<file path="src/exu_pkg.sv">
package exu_pkg;

    localparam int xlen       = 32;
    localparam int mul_slice  = 8;                  // op2 bits retired per pass
    localparam int mul_steps  = xlen / mul_slice;   // 4 passes
    localparam int mul_step_w = $clog2(mul_steps);

    // operation codes, grouped as in the decoder
    typedef enum logic [5:0] {
        op_add    = 6'b000000,  // alt selects sub
        op_sll    = 6'b000001,
        op_sr     = 6'b000010,  // alt selects srl, else sra
        op_slt    = 6'b000011,
        op_sltu   = 6'b000100,
        op_xor    = 6'b000101,
        op_or     = 6'b000110,
        op_and    = 6'b000111,
        op_mul    = 6'b001000,
        op_mulh   = 6'b001001,
        op_mulhsu = 6'b001010,
        op_mulhu  = 6'b001011,
        op_div    = 6'b001100,
        op_divu   = 6'b001101,
        op_rem    = 6'b001110,
        op_remu   = 6'b001111,
        op_addi   = 6'b100000,
        op_slli   = 6'b100001,
        op_sri    = 6'b100010,  // alt selects sra, else srl
        op_slti   = 6'b100011,
        op_sltiu  = 6'b100100,
        op_xori   = 6'b100101,
        op_ori    = 6'b100110,
        op_andi   = 6'b100111,
        op_lw     = 6'b101000,
        op_flw    = 6'b101001,
        op_lui    = 6'b101010,
        op_nop    = 6'b101011,
        op_beq    = 6'b110000,
        op_bne    = 6'b110001,
        op_blt    = 6'b110010,
        op_bge    = 6'b110011,
        op_bltu   = 6'b110100,
        op_bgeu   = 6'b110101,
        op_sw     = 6'b110110,
        op_fsw    = 6'b110111,
        op_jump   = 6'b111000,
        op_jal    = 6'b111001,
        op_jalr   = 6'b111010
    } alu_op_e;

    // first field lands in bit 6
    typedef struct packed {
        logic do_branch;
        logic geu;
        logic ltu;
        logic ge;
        logic lt;
        logic ne;
        logic eq;
    } br_mask_t;

    function automatic logic is_mul(alu_op_e op);
        return op inside {op_mul, op_mulh, op_mulhsu, op_mulhu};
    endfunction

endpackage

</file>
<file path="src/exu_if.sv">
`timescale 1ns/1ps

// one issued op, issue register to execute stage
interface exu_if import exu_pkg::*; ();

    alu_op_e       op;
    logic          alt;      // sub / shift variant select
    logic [xlen-1:0] op1;
    logic [xlen-1:0] op2;
    br_mask_t      br_mask;
    logic          jump;

    modport issue_mp (
        output op, alt, op1, op2, br_mask, jump
    );

    modport exec_mp (
        input op, alt, op1, op2, br_mask, jump
    );

endinterface

</file>
<file path="src/issue_stage.sv">
`timescale 1ns/1ps

module issue_stage import exu_pkg::*; (
    input  logic            clk,
    input  logic            rst,
    input  logic            advance,
    input  alu_op_e         op_in,
    input  logic            alt_in,
    input  logic [xlen-1:0] op1_in,
    input  logic [xlen-1:0] op2_in,
    input  br_mask_t        br_mask_in,
    input  logic            jump_in,
    exu_if.issue_mp         op_if
);

    always_ff @(posedge clk) begin
        if (rst) begin
            op_if.op      <= op_nop;   // empty slot after reset
            op_if.alt     <= 1'b0;
            op_if.op1     <= '0;
            op_if.op2     <= '0;
            op_if.br_mask <= '0;
            op_if.jump    <= 1'b0;
        end else if (advance) begin
            op_if.op      <= op_in;
            op_if.alt     <= alt_in;
            op_if.op1     <= op1_in;
            op_if.op2     <= op2_in;
            op_if.br_mask <= br_mask_in;
            op_if.jump    <= jump_in;
        end
        // otherwise hold, the op stays in execute
    end

endmodule

</file>
<file path="src/int_alu.sv">
`timescale 1ns/1ps

module int_alu import exu_pkg::*; (
    input  alu_op_e         op,
    input  logic            alt,
    input  logic [xlen-1:0] op1,
    input  logic [xlen-1:0] op2,
    input  logic [xlen-1:0] mul_res,
    output logic [xlen-1:0] result
);

    logic [4:0]      shamt;
    logic [xlen-1:0] add_r;
    logic [xlen-1:0] sub_r;
    logic [xlen-1:0] sll_r;
    logic [xlen-1:0] srl_r;
    logic [xlen-1:0] sra_r;
    logic [xlen-1:0] slt_r;
    logic [xlen-1:0] sltu_r;
    logic [xlen-1:0] xor_r;
    logic [xlen-1:0] or_r;
    logic [xlen-1:0] and_r;

    assign shamt  = op2[4:0];   // only low five bits shift
    assign add_r  = op1 + op2;
    assign sub_r  = op1 - op2;
    assign sll_r  = op1 << shamt;
    assign srl_r  = op1 >> shamt;
    assign sra_r  = $signed(op1) >>> shamt;
    assign slt_r  = {{(xlen-1){1'b0}}, $signed(op1) < $signed(op2)};
    assign sltu_r = {{(xlen-1){1'b0}}, op1 < op2};
    assign xor_r  = op1 ^ op2;
    assign or_r   = op1 | op2;
    assign and_r  = op1 & op2;

    always_comb begin
        case (op)
            op_add:    result = alt ? sub_r : add_r;
            op_sll:    result = sll_r;
            op_sr:     result = alt ? srl_r : sra_r;  // register group polarity
            op_slt:    result = slt_r;
            op_sltu:   result = sltu_r;
            op_xor:    result = xor_r;
            op_or:     result = or_r;
            op_and:    result = and_r;

            op_addi:   result = add_r;
            op_slli:   result = sll_r;
            op_sri:    result = alt ? sra_r : srl_r;  // immediate group is the other way
            op_slti:   result = slt_r;
            op_sltiu:  result = sltu_r;
            op_xori:   result = xor_r;
            op_ori:    result = or_r;
            op_andi:   result = and_r;

            op_mul, op_mulh, op_mulhsu, op_mulhu:
                       result = mul_res;

            op_lui, op_sw, op_fsw:
                       result = op2;
            op_jal, op_jalr:
                       result = add_r;         // link sum

            // division unimplemented, loads and control flow write nothing
            op_div, op_divu, op_rem, op_remu,
            op_lw, op_flw, op_nop,
            op_beq, op_bne, op_blt, op_bge, op_bltu, op_bgeu,
            op_jump:   result = '0;
            default:   result = '0;            // unused codes
        endcase
    end

endmodule

</file>
<file path="src/mul_unit.sv">
`timescale 1ns/1ps

// shift-add multiplier, one 8-bit slice of op2 per cycle
// op1/op2 must stay stable until the last pass
module mul_unit import exu_pkg::*; (
    input  logic            clk,
    input  logic            rst,
    input  logic            start,
    input  alu_op_e         op,
    input  logic [xlen-1:0] op1,
    input  logic [xlen-1:0] op2,
    output logic            busy,
    output logic [xlen-1:0] product
);

    logic                     go;
    logic                     run;
    logic                     hi_sel;
    logic                     last;
    logic [mul_step_w-1:0]    step;
    logic [mul_step_w-1:0]    idx;
    logic                     op1_signed;
    logic                     op2_signed;
    logic signed [mul_slice:0]    slice_s;  // slice plus sign bit
    logic signed [2*xlen-1:0] a_ext;
    logic signed [2*xlen-1:0] pp;
    logic [2*xlen-1:0]        acc;
    logic [2*xlen-1:0]        sum;
    logic [2*xlen-1:0]        full;

    assign go         = start && is_mul(op);
    assign last       = run && (step == mul_step_w'(mul_steps - 1));
    assign busy       = go || (run && !last);
    assign op1_signed = (op != op_mulhu);
    assign op2_signed = (op == op_mulh);

    always_comb begin
        idx   = go ? '0 : step;
        a_ext = op1_signed ? {{xlen{op1[xlen-1]}}, op1} : {{xlen{1'b0}}, op1};
        // only the top slice carries op2's sign weight
        slice_s = {op2_signed && (idx == mul_step_w'(mul_steps - 1))
                   && op2[idx*mul_slice + mul_slice - 1],
                   op2[idx*mul_slice +: mul_slice]};
        pp    = (a_ext * slice_s) <<< (idx * mul_slice);
        sum   = (go ? '0 : acc) + pp;
    end

    always_ff @(posedge clk) begin
        if (rst) begin
            run    <= 1'b0;
            step   <= '0;
            hi_sel <= 1'b0;
        end else if (go) begin
            run    <= 1'b1;
            step   <= mul_step_w'(1);
            hi_sel <= (op != op_mul);
        end else if (run) begin
            if (last)
                run <= 1'b0;
            step <= step + mul_step_w'(1);
        end
    end

    always_ff @(posedge clk) begin
        if (go || run)
            acc <= sum;
    end

    // final pass shows up in the same cycle, then acc holds it
    assign full    = run ? sum : acc;
    assign product = hi_sel ? full[2*xlen-1:xlen] : full[xlen-1:0];

endmodule

</file>
<file path="src/execute_stage.sv">
`timescale 1ns/1ps

module execute_stage import exu_pkg::*; (
    input  logic            clk,
    input  logic            rst,
    input  logic            advance,
    exu_if.exec_mp          op_if,
    output logic [xlen-1:0] wb_res,
    output logic [xlen-1:0] alu_fwd,
    output logic            alu_nstall,
    output logic            flush
);

    logic            mul_start;
    logic            mul_busy;
    logic            mul_launched;   // multiplier already taken this op
    logic [xlen-1:0] mul_res;
    logic [xlen-1:0] result;
    logic            eq;
    logic            lt;
    logic            ltu;
    logic            hit;

    assign mul_start = is_mul(op_if.op) && !mul_launched;

    // cleared when the op leaves, so a stalled product is not redone
    always_ff @(posedge clk) begin
        if (rst)
            mul_launched <= 1'b0;
        else if (advance)
            mul_launched <= 1'b0;
        else if (mul_start)
            mul_launched <= 1'b1;
    end

    mul_unit u_mul (
        .clk     (clk),
        .rst     (rst),
        .start   (mul_start),
        .op      (op_if.op),
        .op1     (op_if.op1),
        .op2     (op_if.op2),
        .busy    (mul_busy),
        .product (mul_res)
    );

    int_alu u_alu (
        .op      (op_if.op),
        .alt     (op_if.alt),
        .op1     (op_if.op1),
        .op2     (op_if.op2),
        .mul_res (mul_res),
        .result  (result)
    );

    assign alu_nstall = !mul_busy;
    assign alu_fwd    = result;      // unregistered forward

    // branch resolution
    assign eq  = (op_if.op1 == op_if.op2);
    assign lt  = $signed(op_if.op1) < $signed(op_if.op2);
    assign ltu = op_if.op1 < op_if.op2;
    assign hit = (op_if.br_mask.eq  &  eq)  | (op_if.br_mask.ne  & !eq)
               | (op_if.br_mask.lt  &  lt)  | (op_if.br_mask.ge  & !lt)
               | (op_if.br_mask.ltu &  ltu) | (op_if.br_mask.geu & !ltu);
    assign flush = (op_if.br_mask.do_branch & hit) | op_if.jump;

    always_ff @(posedge clk) begin
        if (rst)
            wb_res <= '0;
        else if (advance)
            wb_res <= result;
    end

endmodule

</file>
<file path="src/exu_top.sv">
`timescale 1ns/1ps

module exu_top import exu_pkg::*; (
    input  logic            clk,
    input  logic            rst,
    input  logic            n_stall,
    input  alu_op_e         op,
    input  logic            alt,
    input  logic [xlen-1:0] op1,
    input  logic [xlen-1:0] op2,
    input  br_mask_t        br_mask,
    input  logic            jump,
    output logic [xlen-1:0] wb_res,
    output logic [xlen-1:0] alu_fwd,
    output logic            alu_nstall,
    output logic            flush
);

    logic advance;

    assign advance = n_stall & alu_nstall;  // external and multiplier stall

    exu_if u_if ();

    issue_stage u_issue (
        .clk        (clk),
        .rst        (rst),
        .advance    (advance),
        .op_in      (op),
        .alt_in     (alt),
        .op1_in     (op1),
        .op2_in     (op2),
        .br_mask_in (br_mask),
        .jump_in    (jump),
        .op_if      (u_if.issue_mp)
    );

    execute_stage u_exec (
        .clk        (clk),
        .rst        (rst),
        .advance    (advance),
        .op_if      (u_if.exec_mp),
        .wb_res     (wb_res),
        .alu_fwd    (alu_fwd),
        .alu_nstall (alu_nstall),
        .flush      (flush)
    );

endmodule

</file>
<file path="config.mk">
export PLATFORM = sky130hd
export DESIGN_NAME = exu_top
export DESIGN_NICKNAME = d
export VERILOG_FILES = /design/src/exu_pkg.sv /design/src/exu_if.sv /design/src/issue_stage.sv /design/src/int_alu.sv /design/src/mul_unit.sv /design/src/execute_stage.sv /design/src/exu_top.sv
export SDC_FILE = /design/constraint.sdc
export NUM_CORES = 2
export LEC_CHECK = 0
export BUFFER_PORTS_ARGS = -buffer_cell sky130_fd_sc_hd__buf_2
export CAP_MARGIN = 20
export CELL_PAD_IN_SITES_DETAIL_PLACEMENT = 1
export CELL_PAD_IN_SITES_GLOBAL_PLACEMENT = 1
export CORE_MARGIN = 5
export CORE_UTILIZATION = 50
export DETAILED_ROUTE_END_ITERATION = 16
export PLACE_DENSITY = 0.95
export SYNTH_ARGS = -nofsm -noshare
export SYNTH_HDL_FRONTEND = slang
export SYNTH_SLANG_ARGS = --single-unit
</file>
<file path="constraint.sdc">
create_clock -name clk -period 20.4 [get_ports clk]
set_input_delay 5.1 -clock clk [delete_from_list [all_inputs] [get_ports clk]]
set_output_delay 5.1 -clock clk [all_outputs]
set_load 0.05 [all_outputs]
</file>
; ---- Word-level counts from Yosys, hierarchy flattened
; Cells that the tools add are included.
[totals]
register_bits = 180
ramBits = 0
mem_bits_ro = 0
latch_bits = 0
in_bits = 82
n_memories = 0
out_inout_bits = 66
word_cells = 124
[classes]
n_mul = 1
order_cmp = 3
bitwise_logic = 17
muxes = 16
reduce_logical = 28
addsub = 6
eq_ne = 29
n_div = 0
shifts = 5
[op_table]
columns = cell, n
row1 = $pmux W32 S12, 1
row2 = $mux W64, 3
row3 = $mux W32, 4
row4 = $eq A6 B6 Y1 const B, 13
row5 = $add A64 B64 Y64, 1
row6 = $lt A32 B32 Y1, 2
row7 = $mul A64 B9 Y64, 1
row8 = $sshl A64 B5 Y64, 1
row9 = $add A32 B32 Y32, 1
row10 = $and A32 B32 Y32, 1
row11 = $eq A32 B32 Y1, 1
row12 = $lt A32 B6 Y1 const B, 1
row13 = $or A32 B32 Y32, 1
row14 = $shiftx A32 B6 Y8, 1
row15 = $shl A32 B5 Y32, 1
row16 = $shr A32 B5 Y32, 1
row17 = $sshr A32 B5 Y32, 1
row18 = $sub A32 B32 Y32, 1
row19 = $xor A32 B32 Y32, 1
row20 = $eq A6 B3 Y1 const B, 4
row21 = $eq A6 B4 Y1 const B, 4
row22 = $reduce_or A2 Y1, 8
row23 = $eq A6 B2 Y1 const B, 2
row24 = $ne A6 B4 Y1 const B, 2
row25 = other kinds (18), 48

; ---- Logic depth before layout (Yosys ltp)
[depth]
depth_word = 16
mapped_depth = 45
ltp_nobuf = 39

; ---- Cells and area by module
; From an unflattened synthesis, not the netlist that was laid out.
[unflattened]
hier_cells = 3976
hier_area_um2 = 32919.1
[by_module_without_submodules]
columns = mod, cells_each, instances, area_per_inst_um2
row1 = mul_unit, 2084, 1, 18228.7
row2 = int_alu, 1400, 1, 9718.1
row3 = issue_stage, 255, 1, 2869.0
row4 = execute_stage, 236, 1, 2097.0
row5 = exu_top, 1, 1, 6.3

; ---- Least setup slack after synthesis
; No wires, ideal clock.
[synth_path]
path_kind = register to output
start = register u_issue.op_if.op[4]
end = output port alu_fwd[13]
required_time_ns = 15.300
slack_ns = 4.703
path_stages_with_launch = 41
arrival_time_ns = 10.597
path_buffers = 6
path_cell_list = dfxtp_1 -> buf_2 -> or3b_1 -> or3_1 -> buf_2 -> and2_1 -> buf_6 -> mux2i_1 -> o21ai_2 -> inv_2 -> or4_1 -> buf_2 -> buf_6 -> nor2_2 -> fa_1 -> fa_1 -> fa_1 -> inv_1 -> [... 5 more ...] -> o21ai_0 -> a2111oi_2 -> o311ai_0 -> o211ai_1 -> o31ai_1 -> a221oi_1 -> xnor2_1 -> a21oi_1 -> mux2i_1 -> ha_1 -> clkbuf_1 -> nand4_1 -> or2_2 -> o211a_1 -> o21ai_0 -> xor2_1 -> nor2_1 -> o311ai_0
[synth_between]
elab_chain_len = 16
elab_cells_between_ends = 55
cone_classes = 3 x add/sub / 1 x mul / 26 x eq/ne / 2 x shift / 8 x mux / 15 x reduce/logical
[synth_lines]
columns = element, line_no
row1 = "start, declared", exu_if.sv:14  ; output op, alt, op1, op2, br_mask, jump
row2 = "start signal, assigned", issue_stage.sv:18  ; op_if.op <= op_nop;
row3 = "start signal, assigned", issue_stage.sv:25  ; op_if.op <= op_in;
row4 = "$eq A6 B4 Y1, on equally long branches", "exu_pkg.sv:63, mul_unit.sv:35"
row5 = $reduce_bool A4 Y1, exu_pkg.sv:63  ; return op inside {op_mul, op_mulh, op_mulhsu, op_mulhu};
row6 = $logic_and A1 B1 Y1, execute_stage.sv:24  ; assign mul_start = is_mul(op_if.op) && !mul_launched;
row7 = $logic_and A1 B1 Y1, mul_unit.sv:31  ; assign go = start && is_mul(op);
row8 = $mux W2, mul_unit.sv:38  ; idx = go ? '0 : step;
row9 = $add A5 B4 Y6, mul_unit.sv:42  ; && op2[idx*mul_slice + mul_slice - 1],
row10 = $sub A6 B1 Y7, mul_unit.sv:42
row11 = $bmux W1 S5, mul_unit.sv:42
row12 = $mux W1 (not written as such), mul_unit.sv:42
row13 = $logic_and A1 B1 Y1, mul_unit.sv:42
row14 = $mul A64 B9 Y64, mul_unit.sv:44  ; pp = (a_ext * slice_s) <<< (idx * mul_slice);
row15 = $sshl A64 B5 Y64, mul_unit.sv:44
row16 = $add A64 B64 Y64 (*), mul_unit.sv:45  ; sum = (go ? '0 : acc) + pp;
row17 = via u_exec.u_mul.sum[45], mul_unit.sv:28  ; logic [2*xlen-1:0] sum;
row18 = $mux W64 (*), mul_unit.sv:70  ; assign full = run ? sum : acc;
row19 = $mux W32 (*), mul_unit.sv:71  ; assign product = hi_sel ? full[2*xlen-1:xlen] : full[xlen-1:0];
row20 = $pmux W32 S12 (*), int_alu.sv:37  ; case (op)
row21 = "end, declared", exu_top.sv:14  ; output logic [xlen-1:0] alu_fwd,
; The timed path passes the listed nets; every way through them passes the cells marked *. The select of a mux whose other input is x is not followed.

; ---- Worst setup path after layout
[layout_path]
start = register u_issue.op_if.op[3]
end = output port alu_fwd[26]
; Same word-level chain as after synthesis.

==> impl_metrics.yaml <==
clock_tree:
  clock-root-buffer: "clkbuf_16"
  clock_latency_ns: 0.50
  clkTransAtPathRegs_ns: 0.09
  cts_resized: 0
  clock_sinks: 180
  cts_setup_buffers: 0
  cts-htree-levels: 4
  cts_buffer_depth: 2
  cts_tree: "done"
  numCtsBuffers: 17
  hold_buffers: 0
timing:
  fin_worst_skew_ns: 0.0266
  slew_viol_final: 0
  rsz0062_at_grt: "false"
  fmax_ghz: 0.0533
  period_needed_ns: 18.78
  tightest_slew_ns: 1.36
  setup-violations-final: 0
  slew_headroom: 0.0885
  tns_ns: 0
  finalHoldViolCount: 0
  fin_crit_sh: 0.920
global_routing:
  grt_pass1_vias: 35900
  antenna_found_initial: 8
  grt_pass1_wl_um: 243000
  track_usage: 0.462
  grt_max_degree: 72
  overflow: 0
setup_path:
  reg2reg_depth: 37
  critPathSlowestCell: "or4_2"
  critical_path_class: "flop to output port"
  critPathRequiredTime_ns: 15.30
  critPathArrivalTime_ns: 13.68
  endpoint_kind: "output port"
  max_stage_delay_ns: 0.94
  critPathMostFrequentCell: "fa_1"
  path_max_fanout: 69
  cp-start-kind: "flop"
logic_synthesis:
  syn_inst: 4204
  async_reset_ff_frac: 0
  syn-mean-instance-area_um2: 7.81
  ys_types: 97
  synth_area_um2: 32800
  synth_nets: 4789
  synth_top_cell_by_area: "fa_1"
  synthFlopType: "dfxtp_1"
  synth.most_common_cell: "nand2_1"
  synth_top_cell_area_share: 0.151
  synth_commonest_cells: "nand2_1, a21oi_1, nor2_1"
  synth-edff-count: 64
  synth_area_leaders: "fa_1, ha_1, dfxtp_1"
  synth_seq_cells: 180
  yosysSeqAreaShare: 0.129
  ys_warn_count: 0
die:
  core.rowCount: 94
  dieHeight_um: 266
  num_io_pins: 148
  die-area_um2: 70800
  die_width_um: 266
  start_util: 0.502
  core-area_um2: 65400
detailed_routing:
  ant_nets: 0
  vias_per_cell: 7.04
  drt_iter0_drc: 4549
  dr.pass1.iters: 8
  via_count: 35400
  route.detailed.drc: 0
  routed_wl_um: 170000
  wl_per_cell_um: 33.7
place:
  place_congestion: 1.10
  place.port_buffers: 147
  place_hpwl_um: 132000
finish:
  drive_gt1_frac: 0.110
  fill_cells: 8130
  fin_nets: 4737
  fin_util: 0.532
  area_growth_pct: 6.00
pwr:
  power.density_nw_per_um2: 86.7
  p_leak_nw: 15.6
  ir_worst_vdd_mv: 0.0535
worst_hold_path:
  hp-class: "flop to flop"
  min_path_cells: 2
status:
  status: "completed"
flow_run:
  drv_cap: 0
==> power by group <==
group,internal (mW),switching [mW]
Sequential,0.482,0.0819
Clock,0.181,0.203
Combinational,0.621,1.45
Total,1.28,1.73
==> final cells by class <==
| cell class | instances | area, µm² | area share |
|---|---|---|---|
| inverters | 298 | 1120 | 0.0322 |
| flip-flops and latches | 180 | 4260 | 0.122 |
| well taps | 864 | 1080 | 0.0311 |
| clock buffers | 17 | 425 | 0.0122 |
| repair buffers | 230 | 1370 | 0.0393 |
| clock inverters | 15 | 220 | 0.00633 |
| multi-input cells | 3425 | 26300 | 0.756 |
| diodes | 5 | 12.5 | 0.000360 |
==> stage by stage <==
stage / cell area [µm²] / cells / hold slack, ns / setup WS (ns) / power (mW)
floorplan: 32800 / 4204 / 0.433 / 4.70 / 1.80
global placement: 34100 / 4994 / 0.439 / 2.84 / 2.47
detailed placement: 34100 / 4994 / 0.454 / 2.57 / 2.52
CTS: 34700 / 5026 / 0.470 / 1.92 / 2.92
global route: 34800 / 5029 / 0.491 / 1.26 / 3.10
finish: 34800 / 5034 / 0.467 / 1.62 / 3.01
==> cells in the final DEF, fill, tap and decap left out, types with 64 or more instances in the layout <==
master | synthesis | final
buf_4 | 4 | 81
inv_1 | 291 | 290
edfxtp_1 | 64 | 64
mux2i_1 | 95 | 95
dfxtp_1 | 116 | 110
o21ai_0 | 214 | 213
fa_1 | 247 | 247
xnor2_1 | 79 | 79
nand2_1 | 576 | 572
nor2_1 | 364 | 364
mux4_2 | 67 | 67
buf_2 | 31 | 146
ha_1 | 256 | 256
and2_1 | 215 | 213
a21oi_1 | 364 | 364
==> routing by layer <==
layer	vias to the layer above	global-route usage	part of all wire
met2	2615	0.699	0.42
li1	14600	-	-
met4	12	0.287	0.080
met5	-	0.0176	0.0013
met3	747	0.127	0.12
met1	17500	0.584	0.37
==> cells by family after synthesis <==
| family | count (synthesis) | share of synthesized area |
|---|---|---|
| compound gates | 1106 | 0.218 |
| xor+xnor | 124 | 0.0331 |
| fa+ha+maj | 503 | 0.248 |
| buf+inv | 599 | 0.0716 |
| flops | 180 | 0.129 |
| mux | 194 | 0.0859 |
| simple gates | 1498 | 0.213 |
==> final timing paths <==
| kind | from | end | slack, ns |
|---|---|---|---|
| worst max register to register | u_issue.op_if.op[3] | u_exec.wb_res[10] | 7.31 |
| worst max-delay path | u_issue.op_if.op[3] | alu_fwd[26] | 1.62 |
| worst min-delay path | u_issue.op_if.br_mask[5] | u_issue.op_if.br_mask[5] | 0.47 |
| worst min register to register | u_issue.op_if.br_mask[5] | u_issue.op_if.br_mask[5] | 0.47 |
==> sequential cells by signal, summed over array words and instances (netlist names) <==
register	count
u_issue.op_if.br_mask	7
u_exec.mul_launched	1
u_issue.op_if.op	6
u_issue.op_if.alt	1
u_exec.u_mul.acc	64
u_issue.op_if.op1	32
u_exec.u_mul.hi_sel	1
u_issue.op_if.jump	1
u_exec.u_mul.run	1
u_exec.u_mul.step	2
u_issue.op_if.op2	32
u_exec.wb_res	32
==> worst max-delay path: cells and delay by family (launching register included) <==
family / cells / cell delay [ns]
AO/OA/AOI/OAI: 13 / 3.97
AND/OR/NAND/NOR: 10 / 3.40
adder cells (fa/ha/maj): 7 / 3.22
buffers and inverters: 7 / 1.64
flip-flops: 1 / 0.48
XOR/XNOR: 2 / 0.41
Power figures use the tool's default switching activity.
